==> config.mk <==
export PLATFORM = sky130hd
export DESIGN_NAME = posi_nbr_fetch
export DESIGN_NICKNAME = d
export VERILOG_FILES = /design/src/design/posi_pkg.sv /design/src/design/posi_nbr_fetch.sv
export SDC_FILE = /design/constraint.sdc
export NUM_CORES = 1
export LEC_CHECK = 0
export ABC_AREA = 0
export BUFFER_PORTS_ARGS = -buffer_cell sky130_fd_sc_hd__buf_2
export CORE_MARGIN = 3
export CORE_UTILIZATION = 34
export CTS_CLUSTER_DIAMETER = 50
export DETAILED_ROUTE_END_ITERATION = 10
export GPL_TIMING_DRIVEN = 0
export PLACE_DENSITY = 0.77
export SETUP_SLACK_MARGIN = 0.4
export SYNTH_ARGS = -nofsm -noshare
export SYNTH_HDL_FRONTEND = slang
export SYNTH_SLANG_ARGS = --single-unit
==> constraint.sdc <==
create_clock -name clk -period 0.85 [get_ports clk]
set_input_delay 0.1275 -clock clk [delete_from_list [all_inputs] [get_ports clk]]
set_output_delay 0.1275 -clock clk [all_outputs]
set_load 0.005 [all_outputs]
==> src/design/posi_pkg.sv <==
// shared widths, vector types, structs and address mapping constants for the post-intra edge memory
package posi_pkg;

  // ------------------------------------------------------------
  // widths
  // ------------------------------------------------------------

  // bits per sample
  localparam int PIXEL_WIDTH   = 8;
  // ctu column index, up to 64 ctus across
  localparam int PIC_X_WIDTH   = 6;
  // 4x4 block index inside a 64x64 ctu
  localparam int BLK_IDX_WIDTH = 4;
  // row and column rams, 256 words
  localparam int LOC_ADR_WIDTH = 8;
  // frame line ram, 1024 words
  localparam int FRA_ADR_WIDTH = 10;

  // ------------------------------------------------------------
  // vector types
  // ------------------------------------------------------------

  typedef logic [PIXEL_WIDTH-1:0]   pixel_t;
  // sample 0 sits in the low bits
  typedef pixel_t [3:0]             pix4_t;
  typedef logic [PIC_X_WIDTH-1:0]   ctu_idx_t;
  typedef logic [BLK_IDX_WIDTH-1:0] blk_idx_t;
  typedef logic [LOC_ADR_WIDTH-1:0] loc_adr_t;
  typedef logic [FRA_ADR_WIDTH-1:0] fra_adr_t;

  // ------------------------------------------------------------
  // mapping constants
  // ------------------------------------------------------------

  // mid-grey, half the sample range
  localparam pixel_t   PIX_DEFAULT  = pixel_t'(1 << (PIXEL_WIDTH - 1));
  localparam pix4_t    PIX4_DEFAULT = {4{PIX_DEFAULT}};
  // last block row of a ctu, feeds the frame line
  localparam blk_idx_t BLK_LAST     = '1;
  // bottom row / right column inside a 4x4 block
  localparam int       BLK_EDGE     = 3;

  // ------------------------------------------------------------
  // structs
  // ------------------------------------------------------------

  typedef struct packed {
    ctu_idx_t ctu_x;
    ctu_idx_t ctu_y;
    blk_idx_t blk_x;
    blk_idx_t blk_y;
  } blk_pos_t;

  // rows[0] is the top row
  typedef struct packed {
    blk_pos_t    pos;
    pix4_t [3:0] rows;
  } recon_blk_t;

  // write port, row and column ram flavour
  typedef struct packed {
    logic     ena;
    loc_adr_t adr;
    pix4_t    dat;
  } ram_loc_wr_t;

  // write port, frame ram flavour
  typedef struct packed {
    logic     ena;
    fra_adr_t adr;
    pix4_t    dat;
  } ram_fra_wr_t;

  typedef struct packed {
    pix4_t top;
    pix4_t left;
    logic  top_avail;
    logic  left_avail;
  } nbr_t;

endpackage
==> src/design/posi_nbr_fetch.sv <==
// turns a neighbor request into ram reads and returns top and left edges two cycles later
`timescale 1ns/1ps

module posi_nbr_fetch
  import posi_pkg::*;
(
  input  logic     clk,
  input  logic     rst_n_i,
  // request, one cycle strobe
  input  logic     req_vld_i,
  input  blk_pos_t req_i,
  // ram reads
  output logic     row_rd_ena_o,
  output loc_adr_t row_rd_adr_o,
  output logic     col_rd_ena_o,
  output loc_adr_t col_rd_adr_o,
  output logic     fra_rd_ena_o,
  output fra_adr_t fra_rd_adr_o,
  input  pix4_t    row_rd_dat_i,
  input  pix4_t    col_rd_dat_i,
  input  pix4_t    fra_rd_dat_i,
  // answer
  output logic     nbr_vld_o,
  output nbr_t     nbr_o
);

  // side info that rides beside the ram read
  typedef struct packed {
    logic top_avail;
    logic top_fra;
    logic left_avail;
  } s1_info_t;

  // ------------------------------------------------------------
  // cycle 0, decode
  // ------------------------------------------------------------

  blk_idx_t up_y;
  blk_idx_t lf_x;
  s1_info_t s0_info;

  // block above and block to the left
  assign up_y = req_i.blk_y - 1'b1;
  assign lf_x = req_i.blk_x - 1'b1;

  // top row of the ctu reads the frame line
  assign s0_info.top_fra    = (req_i.blk_y == '0);
  // first ctu row has nothing above
  assign s0_info.top_avail  = !s0_info.top_fra || (req_i.ctu_y != '0);
  // no left neighbor across the ctu border
  assign s0_info.left_avail = (req_i.blk_x != '0);

  assign row_rd_ena_o = req_vld_i && !s0_info.top_fra;
  assign row_rd_adr_o = {up_y, req_i.blk_x};
  assign col_rd_ena_o = req_vld_i && s0_info.left_avail;
  assign col_rd_adr_o = {lf_x, req_i.blk_y};
  assign fra_rd_ena_o = req_vld_i && s0_info.top_fra && s0_info.top_avail;
  assign fra_rd_adr_o = {req_i.ctu_x, req_i.blk_x};

  // ------------------------------------------------------------
  // cycle 1, ram data back, select and substitute
  // ------------------------------------------------------------

  logic     s1_vld_q;
  s1_info_t s1_info_q;
  pix4_t    top_sel;
  pix4_t    left_sel;

  always_ff @(posedge clk) begin
    if (!rst_n_i) begin
      s1_vld_q <= 1'b0;
    end else begin
      s1_vld_q <= req_vld_i;
    end
  end

  always_ff @(posedge clk) begin
    s1_info_q <= s0_info;
  end

  // mid-grey where the neighbor is missing
  always_comb begin
    if (!s1_info_q.top_avail) begin
      top_sel = PIX4_DEFAULT;
    end else if (s1_info_q.top_fra) begin
      top_sel = fra_rd_dat_i;
    end else begin
      top_sel = row_rd_dat_i;
    end
    left_sel = s1_info_q.left_avail ? col_rd_dat_i : PIX4_DEFAULT;
  end

  // ------------------------------------------------------------
  // cycle 2, result
  // ------------------------------------------------------------

  logic s2_vld_q;
  nbr_t s2_nbr_q;

  always_ff @(posedge clk) begin
    if (!rst_n_i) begin
      s2_vld_q <= 1'b0;
    end else begin
      s2_vld_q <= s1_vld_q;
    end
  end

  always_ff @(posedge clk) begin
    s2_nbr_q.top        <= top_sel;
    s2_nbr_q.left       <= left_sel;
    s2_nbr_q.top_avail  <= s1_info_q.top_avail;
    s2_nbr_q.left_avail <= s1_info_q.left_avail;
  end

  assign nbr_vld_o = s2_vld_q;
  assign nbr_o     = s2_nbr_q;

endmodule

== Yosys cells after proc, flatten, opt, wreduce, memory -nomap -nowiden ==
Index checks and enable logic that the tools add are counted.
Cells by class
  add/subtract/negate cells: 2
  muxes and demuxes: 1
  reduce and logical (&&, ||, !) cells: 9
Operators with widths (count)
  32-bit 2-to-1 mux: 1
  4-bit by 1-bit subtractor with 4-bit output (second input constant): 2
  6-bit nonzero test: 1
  1-bit logical AND: 4
  4-bit zero test: 1
  4-bit nonzero test: 1
  1-bit zero test: 1
  1-bit logical OR: 1
Storage, ports and cells
  flip-flop bits (word level): 71
  output and inout port bits: 96

== Logic depth before layout (Yosys ltp) ==
  depth in word-level cells: 4
  gate-level depth with buffers: 4
  depth with buffers taken out: 4

== Least setup slack after synthesis ==
OpenSTA, ideal clock, no wires.
  path type: reg-to-reg
  from: reg s1_info_q[1] (netlist bit)
  to: reg s2_nbr_q, in the netlist nbr_o[41]
  library setup time: 0.126 ns
  data arrival time: 0.795 ns
  required time: 0.724 ns
  setup slack: -0.071 ns
  stages on the path, launching flop included: 5
  buffers on the path: 2
  cell sequence: dfxtp_1 buf_6 buf_12 mux2i_1 nand2_1
Between the ends
  longest elaborated chain between the ends: 1
RTL lines
  start, declared: RTL line posi_nbr_fetch.sv:65  | s1_info_t s1_info_q;
  start signal, assigned: RTL line posi_nbr_fetch.sv:78  | s1_info_q <= s0_info;
  32-bit 2-to-1 mux: RTL line posi_nbr_fetch.sv:85  | end else if (s1_info_q.top_fra) begin
  end, declared: RTL line posi_nbr_fetch.sv:98  | nbr_t s2_nbr_q;
No other way between the ends.
A chain may end at the register's enable or synchronous reset.

== Final worst setup path ==
  from: reg s1_info_q[1] (netlist bit)
  to: reg s2_nbr_q, in the netlist nbr_o[39]
The elaborated chain is that of the path after synthesis.

==> flow_metrics.tcl <==
set metrics [dict create \
    outcome "complete, but fails checks" \
    violations "negative hold slack, negative setup slack" \
    totalWireLength_microns 8438 \
    seq_area_frac_synth_pct 56.24 \
    synth_top_area_cell "dfxtp_1" \
    syn-mean-instance-area_sq_um 11.44 \
    required_ns 1.07 \
    hold_ws_ns -0.02543 \
    finalCritPeriodShare_pct 118.0 \
    grt_pass1_vias 2482 \
    synth_top_area_share_pct 56.24 \
    dp_hpwl_microns 5529 \
    h-tree-depth 3 \
    worst_slew_pin_slew_ns 0.2776 \
    drt_first_pass_iters 4 \
    hold_path_class "input pin to flop" \
    gp_congestion 0.7036 \
    portBuffers 208 \
    layout_common_cells "163 x buf_2, 69 x buf_6, 48 x dfxtp_1" \
    antenna_found_initial 0 \
    diodes 0 \
    clk_latency_ns 0.33 \
    setup_slack_ns -0.1534 \
    cts.clk_slew.worst_paths_ns 0.08 \
    power_density_mw_per_mm2 1704 \
    die_height_microns 92.22 \
    drc_errors 0 \
    grt_max_degree 15 \
    dieWidth_microns 92.22 \
    root_buffer "clkbuf_8" \
    p_leak_uw 0.002388 \
    routed-via-count 2443 \
    num-fill-cells 493 \
    fin_worst_skew_ns 0.01078 \
    yosysWarnings 0 \
    ff_latch_area_sq_mm 0.001455 \
    start_util_pct 36.20 \
    finalCriticalPeriod_ns 1.003 \
    rows 30 \
    hold_viol 5 \
    synth_seq_cells 71 \
    cp-end-kind "flop" \
    final_util_pct 70.41 \
    initialDrtViolationCount 16 \
    grt_pass1_wl_microns 12070 \
    post-place-cells 525 \
    routedWlPerCell_microns 14.96 \
    syn2layout_area_growth_pct 94.50 \
    syn_area_sq_mm 0.002527 \
    core_sq_mm 0.006982 \
    cap_violations 0 \
    clockBufferDepth 2 \
    setup_viol 103 \
    slew_viol_final 0 \
    synthCells 221 \
    ios 215 \
    worstSetupPathType "flop to flop" \
    multi_input_area_sq_mm 0.001033 \
    cts_tree "done" \
    grt_usage_pct 18.32 \
    cp_max_fo 5 \
    mostFrequentLayoutCell "buf_2" \
    cp-start-kind "flop" \
    finalNonFillerCells 564 \
    vdd_drop_max_uv 925.6 \
    postRouteAntennaNets 0 \
    final_nets 584 \
    cts_made_buffers 9 \
    drive_gt1_share_pct 73.72 \
    post-place-ws_ns -0.2321 \
    rsz0062_at_grt "yes" \
    die_area_sq_mm 0.008505 \
    cp.arrival_ns 1.23 \
    overflow 0 \
    max_freq_mhz 996.7 \
    cts_sinks 71 \
    dpl-instance-area_sq_mm 0.003849 \
    synth_cell_types 22 \
    syn_nets 342 \
    synth_area_leaders "dfxtp_1 56%, mux2i_1 13%, and2_1 7.4%, nor2b_1 7.2%, buf_4 5.3%" \
    final_cell_area_sq_mm 0.004916 \
    setup_tns_ns -6.253 \
    max-slew-margin-rel_pct 81.35 \
    vias_per_cell 4.332 \
]
## per-layer routing
layer | wire, microns | share of wire, % | GRT usage, %
met5 | 0 | 0 | 0
met3 | 912 | 11 | 8.450
met4 | 82 | 0.97 | 4.827
met1 | 2734 | 32 | 16.94
met2 | 4708 | 56 | 35.64
## cell usage after synthesis, drive strengths merged
master	count
dfxtp	71
mux2i	32
and2	30
nor2b	29
buf	22
clkbuf	6
inv	6
nand2	5
nand2b	4
xor2	4
ha	2
nor2	2
nor3	2
a21boi	1
a21oi	1
nand3	1
nand4bb	1
nor3b	1
nor4	1
## state kept, by name, summed over array words and instances (netlist names)
name and flops:
nbr_o 66, s1_info_q 3, nbr_vld_o 1, s1_vld_q 1
## worst max-delay path, cell delays in order, from the launching register on
cell	delay (ns)
dfxtp_2	0.33
buf_8	0.14
buf_12	0.13
mux2i_4	0.22
nor2b_1	0.07
## cell type report
| class | instances | area share (%) |
|---|---|---|
| inverters | 6 | 1.374 |
| repair buffers | 231 | 33.57 |
| flip-flops and latches | 71 | 29.60 |
| well taps | 96 | 2.443 |
| multi-input cells | 116 | 21.02 |
| plain buffers | 28 | 6.872 |
| clock buffers | 9 | 2.520 |
| clock inverters | 7 | 2.596 |
## kinds of logic after synthesis
| kind of cell | synth area share [%] |
|---|---|
| buffers and inverters | 10.00 |
| and+or+nand+nor | 18.22 |
| AOI/OAI and AO/OA | 0.4950 |
| xor gates and xnor gates | 1.386 |
| DFF | 56.24 |
| adders and majority gates | 0.9899 |
| muxes | 12.67 |
## stage by stage
stage | hold slack [ns] | power [uW]
after floorplan | 0.1961 | 4057
after global placement | 0.3120 | 4655
after detailed placement | 0.3151 | 4679
after CTS | -0.04571 | 8245
after global routing | -0.05037 | 8726
final | -0.02543 | 8379
## repair_timing
item | in CTS | in global routing
setup buffers | 7 | 12
setup endpoints to repair | 164 | 164
endpoints found under the hold margin | 26 | 20
resized for setup | 108 | 61
pin swaps | 9 | 10
cloned | 4 | 0
## worst paths after layout
path | start | endpoint | slack [ns] | cells after the start
setup / recovery | s1_info_q[1] | nbr_o[39] | -0.15 | 4
hold / removal | col_rd_dat_i[23] | nbr_o[25] | -0.03 | 2
setup reg to reg | s1_info_q[1] | nbr_o[39] | -0.15 | 4
hold reg to reg | s1_info_q[2] | nbr_o[1] | 0.42 | 0
## where the power goes
| part | leakage, uW | switching, uW | internal, uW |
|---|---|---|---|
| sequential | 0.000598 | 62.5 | 3540 |
| combinational | 0.00166 | 502 | 961 |
| clock | 0.000126 | 1320 | 2000 |
| total | 0.00239 | 1890 | 6490 |
(Power assumes the default switching activity.)
